[src/dvbs2_pkg.sv]
package dvbs2_pkg;

	// register bus
	localparam int ADDR_W = 4;
	localparam int DATA_W = 32;
	localparam int STRB_W = DATA_W / 8;

	localparam logic [ADDR_W-1:0] ADDR_MOD_MODE   = 4'd0;  // 0 qpsk, 1 bpsk
	localparam logic [ADDR_W-1:0] ADDR_SRRC_MODE  = 4'd1;  // 0 0.35, 1 0.25, 2/3 0.20
	localparam logic [ADDR_W-1:0] ADDR_FREQ_INV   = 4'd2;  // swap I and Q
	localparam logic [ADDR_W-1:0] ADDR_DROP_CNT   = 4'd11; // read only
	localparam logic [ADDR_W-1:0] ADDR_SAMPLE_CNT = 4'd12; // read only

	localparam logic [15:0] UNMAPPED_TAG = 16'hE000;

	localparam logic       MOD_MODE_RST  = 1'b0;
	localparam logic [1:0] SRRC_MODE_RST = 2'd2;
	localparam logic       FREQ_INV_RST  = 1'b0;

	// datapath widths
	localparam int SAMPLE_W  = 16;
	localparam int COEF_W    = 16;                      // Q1.14
	localparam int COEF_FRAC = 14;
	localparam int NTAPS     = 9;
	localparam int PROD_W    = SAMPLE_W + COEF_W;
	localparam int ACC_W     = PROD_W + $clog2(NTAPS);  // headroom for the tap sum
	localparam int ROUND_HALF = 2 ** (COEF_FRAC - 1);

	// symbol mapping
	localparam logic signed [SAMPLE_W-1:0] SYM_AMP = 16'sd11585; // 0.707
	localparam int QPSK_SYMS = 4;
	localparam int BPSK_SYMS = 8;

	localparam int SLOT_W = $clog2(2 * BPSK_SYMS);
	localparam logic [SLOT_W-1:0] SLOT_LAST_QPSK = SLOT_W'(2 * QPSK_SYMS - 1);
	localparam logic [SLOT_W-1:0] SLOT_LAST_BPSK = SLOT_W'(2 * BPSK_SYMS - 1);

	// root-raised-cosine taps at two samples per symbol, one row per roll-off
	localparam int SRRC_ROWS = 3;
	localparam logic signed [COEF_W-1:0] SRRC_COEF [SRRC_ROWS][NTAPS] = '{
		'{-16'sd410, 16'sd310, 16'sd2710, 16'sd7090, 16'sd9310,
			16'sd7090, 16'sd2710, 16'sd310, -16'sd410},   // 0.35
		'{-16'sd590, 16'sd150, 16'sd2890, 16'sd7310, 16'sd9520,
			16'sd7310, 16'sd2890, 16'sd150, -16'sd590},   // 0.25
		'{-16'sd690, 16'sd80, 16'sd2990, 16'sd7420, 16'sd9640,
			16'sd7420, 16'sd2990, 16'sd80, -16'sd690}     // 0.20
	};

endpackage

[src/dvbs2_cfg_regs.sv]
`timescale 1ns/100ps

module dvbs2_cfg_regs (
	input  logic                        clk,
	input  logic                        rst_n,
	input  logic                        wen,
	input  logic [dvbs2_pkg::STRB_W-1:0] wstrb,
	input  logic [dvbs2_pkg::ADDR_W-1:0] waddr,
	input  logic [dvbs2_pkg::DATA_W-1:0] wdata,
	input  logic                        ren,
	input  logic [dvbs2_pkg::ADDR_W-1:0] raddr,
	input  logic                        drop_pulse,
	input  logic                        sample_oe,
	output logic [dvbs2_pkg::DATA_W-1:0] rdata,
	output logic                        mod_mode,
	output logic [1:0]                  srrc_mode,
	output logic                        freq_inv
);
	import dvbs2_pkg::*;

	logic              wr_pend;   // captured write waiting to be applied
	logic [ADDR_W-1:0] wr_addr;
	logic [DATA_W-1:0] wr_data;   // strobed bytes merged over the old value
	logic [DATA_W-1:0] wr_old;    // current value of the write target
	logic [DATA_W-1:0] drop_cnt;
	logic [DATA_W-1:0] sample_cnt;

	// zero-extended register view, shared by readback and byte merge
	function automatic logic [DATA_W-1:0] read_word(input logic [ADDR_W-1:0] addr);
		logic [DATA_W-1:0] word;
		case (addr)
			ADDR_MOD_MODE:   word = DATA_W'(mod_mode);
			ADDR_SRRC_MODE:  word = DATA_W'(srrc_mode);
			ADDR_FREQ_INV:   word = DATA_W'(freq_inv);
			ADDR_DROP_CNT:   word = drop_cnt;
			ADDR_SAMPLE_CNT: word = sample_cnt;
			default:         word = {UNMAPPED_TAG, {(DATA_W - 16 - ADDR_W){1'b0}}, addr};
		endcase
		return word;
	endfunction

	always_comb begin
		wr_old = read_word(waddr);
	end

	always_ff @(posedge clk) begin
		if (!rst_n) begin
			wr_pend <= 1'b0;
		end else begin
			wr_pend <= wen;
		end
	end

	always_ff @(posedge clk) begin
		if (wen) begin
			wr_addr <= waddr;
			for (int b = 0; b < STRB_W; b++) begin
				wr_data[8*b +: 8] <= wstrb[b] ? wdata[8*b +: 8] : wr_old[8*b +: 8];
			end
		end
	end

	// second edge of the write path
	always_ff @(posedge clk) begin
		if (!rst_n) begin
			mod_mode  <= MOD_MODE_RST;
			srrc_mode <= SRRC_MODE_RST;
			freq_inv  <= FREQ_INV_RST;
		end else if (wr_pend) begin
			case (wr_addr)
				ADDR_MOD_MODE:  mod_mode  <= wr_data[0];
				ADDR_SRRC_MODE: srrc_mode <= wr_data[1:0];
				ADDR_FREQ_INV:  freq_inv  <= wr_data[0];
				default: ;                  // counters and holes ignore writes
			endcase
		end
	end

	always_ff @(posedge clk) begin
		if (!rst_n) begin
			rdata <= '0;
		end else if (ren) begin
			rdata <= read_word(raddr);      // held until the next read
		end
	end

	always_ff @(posedge clk) begin
		if (!rst_n) begin
			drop_cnt   <= '0;
			sample_cnt <= '0;
		end else begin
			if (drop_pulse) begin
				drop_cnt <= drop_cnt + 1'b1;
			end
			if (sample_oe) begin
				sample_cnt <= sample_cnt + 1'b1;
			end
		end
	end

	a_wen_addr_known: assert property (@(posedge clk) disable iff (!rst_n)
		wen |-> !$isunknown(waddr))
		else $error("register write with unknown address");

endmodule

[src/symbol_mapper.sv]
`timescale 1ns/100ps

module symbol_mapper (
	input  logic                                clk,
	input  logic                                rst_n,
	input  logic                                ts_valid,
	input  logic [7:0]                          ts_data,
	input  logic                                mod_mode,
	output logic                                drop_pulse,
	output logic                                x_valid,
	output logic signed [dvbs2_pkg::SAMPLE_W-1:0] x_re,
	output logic signed [dvbs2_pkg::SAMPLE_W-1:0] x_im
);
	import dvbs2_pkg::*;

	logic              busy;
	logic              mode_q;      // mode latched with the byte
	logic [7:0]        byte_q;      // msb is the next bit to map
	logic [SLOT_W-1:0] slot_q;      // even slots symbol, odd slots zero
	logic              last_slot;
	logic              accept;
	logic signed [SAMPLE_W-1:0] sym_re;
	logic signed [SAMPLE_W-1:0] sym_im;

	assign last_slot  = busy && (slot_q == (mode_q ? SLOT_LAST_BPSK : SLOT_LAST_QPSK));
	assign accept     = ts_valid && (!busy || last_slot);
	assign drop_pulse = ts_valid && !accept;

	always_ff @(posedge clk) begin
		if (!rst_n) begin
			busy   <= 1'b0;
			slot_q <= '0;
		end else if (accept) begin
			busy   <= 1'b1;
			slot_q <= '0;
		end else if (last_slot) begin
			busy   <= 1'b0;
			slot_q <= '0;
		end else if (busy) begin
			slot_q <= slot_q + 1'b1;
		end
	end

	always_ff @(posedge clk) begin
		if (accept) begin
			byte_q <= ts_data;
			mode_q <= mod_mode;
		end else if (busy && slot_q[0]) begin
			// consume the bits of the symbol just sent
			byte_q <= mode_q ? {byte_q[6:0], 1'b0} : {byte_q[5:0], 2'b00};
		end
	end

	// a 1 bit maps to the negative amplitude
	assign sym_re = byte_q[7] ? -SYM_AMP : SYM_AMP;
	assign sym_im = mode_q ? '0 : (byte_q[6] ? -SYM_AMP : SYM_AMP);

	assign x_valid = busy;
	assign x_re    = (busy && !slot_q[0]) ? sym_re : '0;
	assign x_im    = (busy && !slot_q[0]) ? sym_im : '0;

	// slot counter stays inside the burst of the latched mode
	a_burst_len: assert property (@(posedge clk) disable iff (!rst_n)
		x_valid |-> (slot_q <= (mode_q ? SLOT_LAST_BPSK : SLOT_LAST_QPSK)))
		else $error("x_valid ran past the slot count");

endmodule

[src/srrc_tap.sv]
`timescale 1ns/100ps

module srrc_tap #(
	parameter int TAP_IDX = 0
) (
	input  logic                                clk,
	input  logic                                rst_n,
	input  logic                                x_valid,
	input  logic [1:0]                          srrc_mode,
	input  logic signed [dvbs2_pkg::SAMPLE_W-1:0] d_in_re,
	input  logic signed [dvbs2_pkg::SAMPLE_W-1:0] d_in_im,
	output logic signed [dvbs2_pkg::SAMPLE_W-1:0] d_out_re,
	output logic signed [dvbs2_pkg::SAMPLE_W-1:0] d_out_im,
	output logic signed [dvbs2_pkg::PROD_W-1:0]   prod_re,
	output logic signed [dvbs2_pkg::PROD_W-1:0]   prod_im
);
	import dvbs2_pkg::*;

	logic signed [COEF_W-1:0] coef;

	always_ff @(posedge clk) begin
		if (!rst_n) begin
			d_out_re <= '0;
			d_out_im <= '0;
		end else if (x_valid) begin
			d_out_re <= d_in_re;    // shift one place down the line
			d_out_im <= d_in_im;
		end
	end

	// modes 2 and 3 share the 0.20 row
	assign coef = SRRC_COEF[(srrc_mode == 2'd3) ? 2 : srrc_mode][TAP_IDX];

	assign prod_re = d_out_re * coef;
	assign prod_im = d_out_im * coef;

endmodule

[src/srrc_output_stage.sv]
`timescale 1ns/100ps

module srrc_output_stage (
	input  logic                                clk,
	input  logic                                rst_n,
	input  logic                                x_valid,
	input  logic                                freq_inv,
	input  logic signed [dvbs2_pkg::PROD_W-1:0]   prod_re [dvbs2_pkg::NTAPS],
	input  logic signed [dvbs2_pkg::PROD_W-1:0]   prod_im [dvbs2_pkg::NTAPS],
	output logic                                sample_oe,
	output logic signed [dvbs2_pkg::SAMPLE_W-1:0] sample_re,
	output logic signed [dvbs2_pkg::SAMPLE_W-1:0] sample_im
);
	import dvbs2_pkg::*;

	logic x_valid_d;    // cells hold the new sample on this cycle
	logic signed [ACC_W-1:0] sum_re;
	logic signed [ACC_W-1:0] sum_im;

	// round half up, drop the fraction, clamp to the sample range
	function automatic logic signed [SAMPLE_W-1:0] round_sat(input logic signed [ACC_W-1:0] acc);
		logic signed [ACC_W-1:0] shifted;
		logic signed [SAMPLE_W-1:0] result;
		shifted = (acc + ROUND_HALF) >>> COEF_FRAC;
		if (&shifted[ACC_W-1:SAMPLE_W-1] || ~|shifted[ACC_W-1:SAMPLE_W-1]) begin
			result = shifted[SAMPLE_W-1:0];
		end else if (shifted[ACC_W-1]) begin
			result = {1'b1, {(SAMPLE_W - 1){1'b0}}};
		end else begin
			result = {1'b0, {(SAMPLE_W - 1){1'b1}}};
		end
		return result;
	endfunction

	always_comb begin
		sum_re = '0;
		sum_im = '0;
		for (int k = 0; k < NTAPS; k++) begin
			sum_re = sum_re + prod_re[k];
			sum_im = sum_im + prod_im[k];
		end
	end

	always_ff @(posedge clk) begin
		if (!rst_n) begin
			x_valid_d <= 1'b0;
			sample_oe <= 1'b0;
		end else begin
			x_valid_d <= x_valid;
			sample_oe <= x_valid_d;
		end
	end

	always_ff @(posedge clk) begin
		if (x_valid_d) begin
			if (freq_inv) begin
				sample_re <= round_sat(sum_im);  // spectrum inversion
				sample_im <= round_sat(sum_re);
			end else begin
				sample_re <= round_sat(sum_re);
				sample_im <= round_sat(sum_im);
			end
		end
	end

	// a valid output needs a mapper strobe two cycles back and a defined sample
	a_oe_follows_x: assert property (@(posedge clk) disable iff (!rst_n)
		sample_oe |-> ($past(x_valid, 2) && !$isunknown({sample_re, sample_im})))
		else $error("sample_oe without x_valid two cycles before or with unknown sample");

endmodule

[src/dvbs2_mod_top.sv]
`timescale 1ns/100ps

module dvbs2_mod_top (
	input  logic                                clk,
	input  logic                                rst_n,
	input  logic                                wen,
	input  logic [dvbs2_pkg::STRB_W-1:0]        wstrb,
	input  logic [dvbs2_pkg::ADDR_W-1:0]        waddr,
	input  logic [dvbs2_pkg::DATA_W-1:0]        wdata,
	input  logic                                ren,
	input  logic [dvbs2_pkg::ADDR_W-1:0]        raddr,
	input  logic                                ts_valid,
	input  logic [7:0]                          ts_data,
	output logic [dvbs2_pkg::DATA_W-1:0]        rdata,
	output logic                                sample_oe,
	output logic signed [dvbs2_pkg::SAMPLE_W-1:0] sample_re,
	output logic signed [dvbs2_pkg::SAMPLE_W-1:0] sample_im
);
	import dvbs2_pkg::*;

	logic       mod_mode;
	logic [1:0] srrc_mode;
	logic       freq_inv;
	logic       drop_pulse;
	logic       x_valid;

	// delay line, element 0 is the mapper output
	logic signed [SAMPLE_W-1:0] chain_re [NTAPS+1];
	logic signed [SAMPLE_W-1:0] chain_im [NTAPS+1];
	logic signed [PROD_W-1:0]   prod_re  [NTAPS];
	logic signed [PROD_W-1:0]   prod_im  [NTAPS];

	dvbs2_cfg_regs u_cfg_regs (
		.clk        (clk),
		.rst_n      (rst_n),
		.wen        (wen),
		.wstrb      (wstrb),
		.waddr      (waddr),
		.wdata      (wdata),
		.ren        (ren),
		.raddr      (raddr),
		.drop_pulse (drop_pulse),
		.sample_oe  (sample_oe),
		.rdata      (rdata),
		.mod_mode   (mod_mode),
		.srrc_mode  (srrc_mode),
		.freq_inv   (freq_inv)
	);

	symbol_mapper u_mapper (
		.clk        (clk),
		.rst_n      (rst_n),
		.ts_valid   (ts_valid),
		.ts_data    (ts_data),
		.mod_mode   (mod_mode),
		.drop_pulse (drop_pulse),
		.x_valid    (x_valid),
		.x_re       (chain_re[0]),
		.x_im       (chain_im[0])
	);

	for (genvar g = 0; g < NTAPS; g++) begin : g_tap
		srrc_tap #(
			.TAP_IDX (g)
		) u_tap (
			.clk       (clk),
			.rst_n     (rst_n),
			.x_valid   (x_valid),
			.srrc_mode (srrc_mode),
			.d_in_re   (chain_re[g]),
			.d_in_im   (chain_im[g]),
			.d_out_re  (chain_re[g+1]),
			.d_out_im  (chain_im[g+1]),
			.prod_re   (prod_re[g]),
			.prod_im   (prod_im[g])
		);
	end

	srrc_output_stage u_out_stage (
		.clk       (clk),
		.rst_n     (rst_n),
		.x_valid   (x_valid),
		.freq_inv  (freq_inv),
		.prod_re   (prod_re),
		.prod_im   (prod_im),
		.sample_oe (sample_oe),
		.sample_re (sample_re),
		.sample_im (sample_im)
	);

endmodule

[config.mk]
export PLATFORM = sky130hd
export DESIGN_NAME = dvbs2_mod_top
export DESIGN_NICKNAME = d
export VERILOG_FILES = /design/src/dvbs2_pkg.sv /design/src/dvbs2_cfg_regs.sv /design/src/symbol_mapper.sv /design/src/srrc_tap.sv /design/src/srrc_output_stage.sv /design/src/dvbs2_mod_top.sv
export SDC_FILE = /design/constraint.sdc
export NUM_CORES = 2
export LEC_CHECK = 0
export BUFFER_PORTS_ARGS = -buffer_cell sky130_fd_sc_hd__buf_4
export CAP_MARGIN = 25
export CORE_MARGIN = 2
export CORE_UTILIZATION = 25
export DETAILED_ROUTE_END_ITERATION = 10
export SYNTH_ARGS = -nofsm -noshare
export SYNTH_HDL_FRONTEND = slang
export SYNTH_SLANG_ARGS = --single-unit
[constraint.sdc]
create_clock -name clk -period 19.05 [get_ports clk]
set_input_delay 3.81 -clock clk [delete_from_list [all_inputs] [get_ports clk]]
set_output_delay 3.81 -clock clk [all_outputs]
set_load 0.02 [all_outputs]
* Word level (Yosys, flattened, before mapping)
Cells that the tools add are included.
** Operators by class
- Add/sub/neg operators :: 21
- Multipliers :: 18
- Order comparisons :: 1
- Eq/ne operators :: 12
- Mux-type cells :: 24
- Bitwise operators :: 2
- Reductions and logical operators :: 26
** Operators with widths (count)
- $mul A16 B16 Y32 :: 18
- $add A36 B32 Y36 :: 12
- $bmux W144 S2 :: 1
- $mux W144 :: 2
- $mux W16 :: 11
- $pmux W32 S5 :: 1
- $add A36 B15 Y36 const B :: 2
- $add A33 B32 Y34 :: 2
- $add A32 B32 Y33 :: 2
- $add A32 B1 Y32 const B :: 2
- $ge A33 B3 Y1 const B :: 1
- $not A32 Y33 :: 1
- $mux W8 :: 3
- $eq A4 B4 Y1 const B :: 4
- $reduce_and A7 Y1 :: 2
- $reduce_or A7 Y1 :: 2
- $eq A4 B1 Y1 const B :: 3
- $eq A4 B2 Y1 const B :: 3
- $logic_not A4 Y1 :: 3
- $pmux W2 S5 :: 1
- $reduce_and A2 Y1 :: 3
- $logic_and A1 B1 Y1 :: 5
- $logic_not A1 Y1 :: 5
- $add A4 B1 Y4 const B :: 1
- other kinds (9) :: 14
** Word-level totals
- Register bits :: 443
- Input port bits :: 57
- Output and inout bits :: 65
- Logic and storage cells :: 139

* Logic depth before layout (Yosys ltp)
- Depth after elaboration :: 21
- Mapped depth :: 60
- Mapped depth without buffers :: 56

* Hierarchy
From an unflattened synthesis, not the netlist that was laid out.
** Second synthesis, totals
- Cells, all modules :: 17218
- Area total of the unflattened synthesis :: 157317.1 um2
** By module, submodules not included
- srrc_tap at g_tap[3].u_tap ... :: instances 2, cells each 1758, area an instance 15813.9 um2, sequential area each 640.6 um2
- srrc_tap at g_tap[8].u_tap :: instances 1, cells each 2062, area an instance 18610.3 um2, sequential area each 640.6 um2
- srrc_tap at g_tap[0].u_tap :: instances 1, cells each 1990, area an instance 18222.5 um2, sequential area each 640.6 um2
- srrc_output_stage :: instances 1, cells each 1506, area an instance 16360.7 um2, sequential area each 1001.0 um2
- srrc_tap at g_tap[4].u_tap :: instances 1, cells each 1594, area an instance 14670.3 um2, sequential area each 640.6 um2
- srrc_tap at g_tap[2].u_tap :: instances 1, cells each 1644, area an instance 14290.0 um2, sequential area each 640.6 um2
- srrc_tap at g_tap[6].u_tap :: instances 1, cells each 1610, area an instance 14167.3 um2, sequential area each 640.6 um2
- srrc_tap at g_tap[1].u_tap :: instances 1, cells each 1316, area an instance 11760.0 um2, sequential area each 640.6 um2
- srrc_tap at g_tap[7].u_tap :: instances 1, cells each 1316, area an instance 11720.0 um2, sequential area each 640.6 um2
- dvbs2_cfg_regs :: instances 1, cells each 574, area an instance 4934.7 um2, sequential area each 2202.1 um2
- symbol_mapper :: instances 1, cells each 90, area an instance 953.4 um2, sequential area each 370.4 um2

* Least setup slack after synthesis
No wires, ideal clock.
- Path type :: flip-flop to flip-flop
- Start point :: reg u_cfg_regs.srrc_mode[0]
- End point :: reg u_out_stage.sample_re[4] (netlist name) (data pin)
- Library setup time :: 276 ps
- Arrival time :: 14742 ps
- Data required time :: 18774 ps
- Path slack :: 4033 ps
- Stages on the path, launching flop included :: 54
- Buffers on the path :: 4
- Period minus slack after synthesis :: 15017 ps
- Path through :: dfxtp_1 clkbuf_1 clkbuf_1 clkbuf_1 nand2_1 inv_1 ha_1 a21o_1 inv_1 fa_1 fa_1 inv_1 fa_1 inv_1 fa_1 inv_1 fa_1 fa_1 (+18 left out) inv_1 fa_1 inv_1 fa_1 inv_1 ha_1 and3_1 o2111a_1 a2111oi_2 o21bai_1 o21a_1 a31o_1 a211o_1 a21oi_2 nand2_1 o31ai_2 buf_2 a211oi_1
** On the way
- Longest elaborated chain between the ends :: 21
- Elaborated cells on any way between the ends :: 55
- Classes of those cells :: 18 x add/sub; 18 x mul; 1 x eq/ne; 9 x mux; 1 x bitwise; 8 x reduce/logical
** Ends and longest elaborated chain
- start: declaration :: RTL line dvbs2_cfg_regs.sv:16 : output logic [1:0] srrc_mode,
- start signal: assignment :: RTL line dvbs2_cfg_regs.sv:72 : ADDR_SRRC_MODE: srrc_mode <= wr_data[1:0];
- $eq A2 B2 Y1 :: RTL line srrc_tap.sv:32 : assign coef = SRRC_COEF[(srrc_mode == 2'd3) ? 2 : srrc_mode][TAP_IDX];
- $mux W2 * :: RTL line srrc_tap.sv:32
- $not A32 Y33 * :: RTL line srrc_tap.sv:32
- $bmux W144 S2 * :: RTL line srrc_tap.sv:32
- $mux W144 * (2 in a row) :: RTL line srrc_tap.sv:32
- $mul A16 B16 Y32, on equally long branches :: RTL line srrc_tap.sv:34, srrc_tap.sv:35
- $add A32 B32 Y33, on equally long branches :: RTL line srrc_output_stage.sv:39, srrc_output_stage.sv:40
- $add A33 B32 Y34, on equally long branches :: RTL line srrc_output_stage.sv:39, srrc_output_stage.sv:40
- $add A36 B32 Y36, on equally long branches (6 in a row) :: RTL line srrc_output_stage.sv:39, srrc_output_stage.sv:40
- $add A36 B15 Y36 :: RTL line srrc_output_stage.sv:24 : shifted = (acc + ROUND_HALF) >>> COEF_FRAC;
- $reduce_or A7 Y1 :: RTL line srrc_output_stage.sv:25 : if (&shifted[ACC_W-1:SAMPLE_W-1] || ~|shifted[ACC_W-1:SAMPLE_W-1]) begin
- $logic_not A1 Y1 :: RTL line srrc_output_stage.sv:25
- $logic_or A1 B1 Y1 :: RTL line srrc_output_stage.sv:25
- $mux W16 :: RTL line srrc_output_stage.sv:25
- $mux W16 * :: RTL line srrc_output_stage.sv:56 : if (freq_inv) begin
- end signal: assignment :: RTL line srrc_output_stage.sv:57 : sample_re <= round_sat(sum_im);
- end signal: assignment :: RTL line srrc_output_stage.sv:60 : sample_re <= round_sat(sum_re);
- end: declaration :: RTL line srrc_output_stage.sv:11 : output logic signed [dvbs2_pkg::SAMPLE_W-1:0] sample_re,
Every way passes the cells marked *; elsewhere a longest branch is shown, timed or not. The select of a mux whose other input is x is not followed.
A chain may end at the register's enable or synchronous reset.

* Worst setup path in the final report
- Start point :: reg u_cfg_regs.srrc_mode[0]
- End point :: reg u_out_stage.sample_im[2] (netlist name) (data pin)
** On the way
- Longest elaborated chain between the ends :: 21
- Elaborated cells on any way between the ends :: 55
- Classes of those cells :: 18 x add/sub; 18 x mul; 1 x eq/ne; 9 x mux; 1 x bitwise; 8 x reduce/logical
** Ends and longest elaborated chain
- $eq A2 B2 Y1 :: RTL line srrc_tap.sv:32
- $mux W2 * :: RTL line srrc_tap.sv:32
- $not A32 Y33 * :: RTL line srrc_tap.sv:32
- $bmux W144 S2 * :: RTL line srrc_tap.sv:32
- $mux W144 * (2 in a row) :: RTL line srrc_tap.sv:32
- $mul A16 B16 Y32, on equally long branches :: RTL line srrc_tap.sv:35, srrc_tap.sv:34
- $add A32 B32 Y33, on equally long branches :: RTL line srrc_output_stage.sv:40, srrc_output_stage.sv:39
- $add A33 B32 Y34, on equally long branches :: RTL line srrc_output_stage.sv:40, srrc_output_stage.sv:39
- $add A36 B32 Y36, on equally long branches (6 in a row) :: RTL line srrc_output_stage.sv:40, srrc_output_stage.sv:39
- $add A36 B15 Y36 :: RTL line srrc_output_stage.sv:24
- $reduce_or A7 Y1 :: RTL line srrc_output_stage.sv:25
- $logic_not A1 Y1 :: RTL line srrc_output_stage.sv:25
- $logic_or A1 B1 Y1 :: RTL line srrc_output_stage.sv:25
- $mux W16 :: RTL line srrc_output_stage.sv:25
- $mux W16 * :: RTL line srrc_output_stage.sv:56
- end signal: assignment :: RTL line srrc_output_stage.sv:58 : sample_im <= round_sat(sum_re);
- end signal: assignment :: RTL line srrc_output_stage.sv:61 : sample_im <= round_sat(sum_im);
- end: declaration :: RTL line srrc_output_stage.sv:12 : output logic signed [dvbs2_pkg::SAMPLE_W-1:0] sample_im
Marked as above.

==> reports/metrics.cfg <==
[synthesis]
synth-seq-cells=209
synthTopCellsByArea=fa_1 (58%), ha_1 (14%), inv_1 (13%), dfxtp_1 (3.0%), xnor2_1 (1.4%)
netlist_area_mm2=0.107
ys_warn_count=0
async_reset_ff_frac=0
synth_most_common_cell=inv_1
syn_avg_cell_area_um2=10.5
yosys-top-cells-count=inv_1 (3746), fa_1 (3092), ha_1 (1180), nand2_1 (251), clkbuf_1 (188)
synth.distinct_cells=76
synth_top_area_frac=0.580
ys_seq_area_frac=0.0436
synthCells=10100
synth_edf_count=47
synthFlopType=dfxtp_1
synth.largest_area_cell=fa_1

[clocking]
cts_buffers=31
cts_num_sinks=209
cts_buffer_depth=3
clk_latency_ns=0.71
cts_tree=built
clkTransAtPathRegs_ns=0.06
ctsRootBufferMaster=clkbuf_16
cts_max_level=1
hold_buffers=0
postCtsSetupBuffers=0
ctsResizeCount=0

[worst_setup_path]
ff2ff_path_depth=44
worstSetupPathType=flip-flop to flip-flop
worstSetupEndpointType=flip-flop
r2r_start=u_cfg_regs.srrc_mode[0]$_SDFFE_PN0P_
cp_common_cell=fa_1
crit_slowest_cell=o21bai_1
arrival_ns=17.59
r2r_setup_slack_ns=1.84
start_kind=flip-flop
path_max_fanout=30
r2r-end=u_out_stage.sample_im[2]$_DFFE_PP_
max_stage_delay_ns=0.85
required_ns=19.43

[job]
maxCapViolCount=0

[global_route]
grt_pass1_wl_um=432000
grt_pass1_vias=73200
antenna_found_initial=11
grt_overflow=0
grt_use_total=0.130
grt_max_degree=97

[floorplan]
fp.dieW_um=658
die_h_um=658
fp.coreArea_mm2=0.426
io-pin-count=122
rows=240
die-area_mm2=0.432
start_util=0.250

[timing]
finClkSkew_ns=0.0373
setup-tns-final_ns=0
rsz0062_at_grt=no
relSlewSlack=0.271
setup_viol=0
finalHoldViolCount=0
final.period_utilization=0.904
finalCriticalPeriod_ns=17.21
tightest_slew_ns=1.09
max_freq_mhz=58.1
timing.final.max_slew_violations=0

[finish]
fin_nets=14500
layout-drive-gt1-share=0.0266
area_delta_synth_final_pct=8.35
final_core_util=0.271
nFillCells=45100

[drt]
vias_per_cell=4.03
num_vias=64100
detail_route.wl_per_cell_um=17.2
ant_nets=0
drtIter0Drc=3499
wirelength_um=274000
firstDrtPassIters=5
drc=0

[hold_path]
worstHoldEndpoint=u_cfg_regs.rdata[22]$_SDFFE_PN0P_
min_path_cells=1
hp-start=u_cfg_regs.rdata[22]$_SDFFE_PN0P_
min_path_type=flip-flop to flip-flop

[status]
status=finished, final reports clean

[place]
gp_congestion=0.908
placement.io_buffers=88
hpwlAfterDp_um=251000

[per-layer routing]
layer | routed length [µm] | track usage | vias up
li1 | - | - | 28800
met4 | 8210 | 0.0332 | 2
met2 | 136000 | 0.230 | 1337
met1 | 118000 | 0.172 | 33600
met5 | 13 | 0 | -
met3 | 11600 | 0.0104 | 315
[layout make-up]
class	count	area [µm²]	share of cell area
multi-input combinational	6016	87500	0.756
inverter	3749	14100	0.122
tap	5687	7120	0.0615
sequential	209	4670	0.0403
timing repair buffer	175	1320	0.0114
clock buffer	39	857	0.00741
clock inverter	18	201	0.00174
antenna	6	15.0	0.000130
[stage by stage]
stage,instance area [µm²],setup WS [ns],std cells,hold slack [ns]
2_1_floorplan,107000,4.03,10200,0.451
3_3_place_gp,115000,2.00,15800,0.466
3_5_place_dp,115000,1.82,15800,0.470
4_1_cts,116000,1.81,15900,0.485
5_1_grt,116000,0.908,15900,0.495
6_report,116000,1.84,15900,0.483
[cells in the final DEF (no fill, tap or decap), types with 17 or more instances in the layout]
cell and instances:
inv_1 3746, fa_1 3092, ha_1 1180, nand2_1 251
nor2_1 172, buf_4 172, xnor2_1 169, dfxtp_1 158
a21oi_1 155, and2_1 150, nor2b_1 77, o21ai_0 73
mux2i_1 65, nand2b_1 58, a21o_1 56, nand3_1 51
xor2_1 48, edfxtp_1 47, nor3_1 40, a211oi_1 33
and3_1 32, conb_1 32, clkbuf_16 31, a22oi_1 29
o211a_1 29, nand4_1 21, or3_1 17, o21a_1 17
[state kept, by name, indices dropped and copies added, names as in the netlist, 2 cells and up]
name,count
u_mapper.byte_q,8
u_cfg_regs.sample_cnt,32
u_mapper.slot_q,4
u_cfg_regs.wr_addr,4
u_cfg_regs.drop_cnt,32
g_tap.u_tap.d_out_im,27
g_tap.u_tap.d_out_re,27
u_cfg_regs.wr_data,2
u_cfg_regs.srrc_mode,2
u_out_stage.sample_re,16
u_cfg_regs.rdata,32
u_out_stage.sample_im,16
[worst max-delay path: cells and delay by family, from the launching register on]
kind	cells	cell delay (ns)
compound gates	15	5.36
xor+xnor	1	0.26
fa+ha+maj	18	8.54
buf+inv	7	0.66
flops	1	0.74
simple gates	3	1.10
[cells by family after synthesis]
| kind of cell | after synthesis | synth area share |
|---|---|---|
| AO/OA/AOI/OAI | 507 | 0.0318 |
| AND/OR/NAND/NOR | 921 | 0.0436 |
| XOR/XNOR | 217 | 0.0178 |
| multiplexers | 67 | 0.00630 |
| other | 2 | 0.0000703 |
| adder cells (fa/ha/maj) | 4272 | 0.718 |
| flip-flops | 209 | 0.0436 |
| buffers and inverters | 3950 | 0.139 |
[how the worst max path moves through the flow]
stage	start	end	slack [ns]
2_1_floorplan	u_cfg_regs.srrc_mode[0]$_SDFFE_PN0P_	u_out_stage.sample_re[4]$_DFFE_PP_	4.03
3_3_place_gp	u_cfg_regs.srrc_mode[1]$_SDFFE_PN1P_	u_out_stage.sample_im[9]$_DFFE_PP_	2.00
3_5_place_dp	u_cfg_regs.srrc_mode[1]$_SDFFE_PN1P_	u_out_stage.sample_im[9]$_DFFE_PP_	1.82
4_1_cts	u_cfg_regs.srrc_mode[1]$_SDFFE_PN1P_	u_out_stage.sample_im[9]$_DFFE_PP_	1.81
5_1_grt	u_cfg_regs.srrc_mode[1]$_SDFFE_PN1P_	u_out_stage.sample_im[9]$_DFFE_PP_	0.91
6_report	u_cfg_regs.srrc_mode[0]$_SDFFE_PN0P_	u_out_stage.sample_im[2]$_DFFE_PP_	1.84
Power is not shown: default switching activity piles up to over one toggle a cycle in this logic, so the estimate is an artifact.
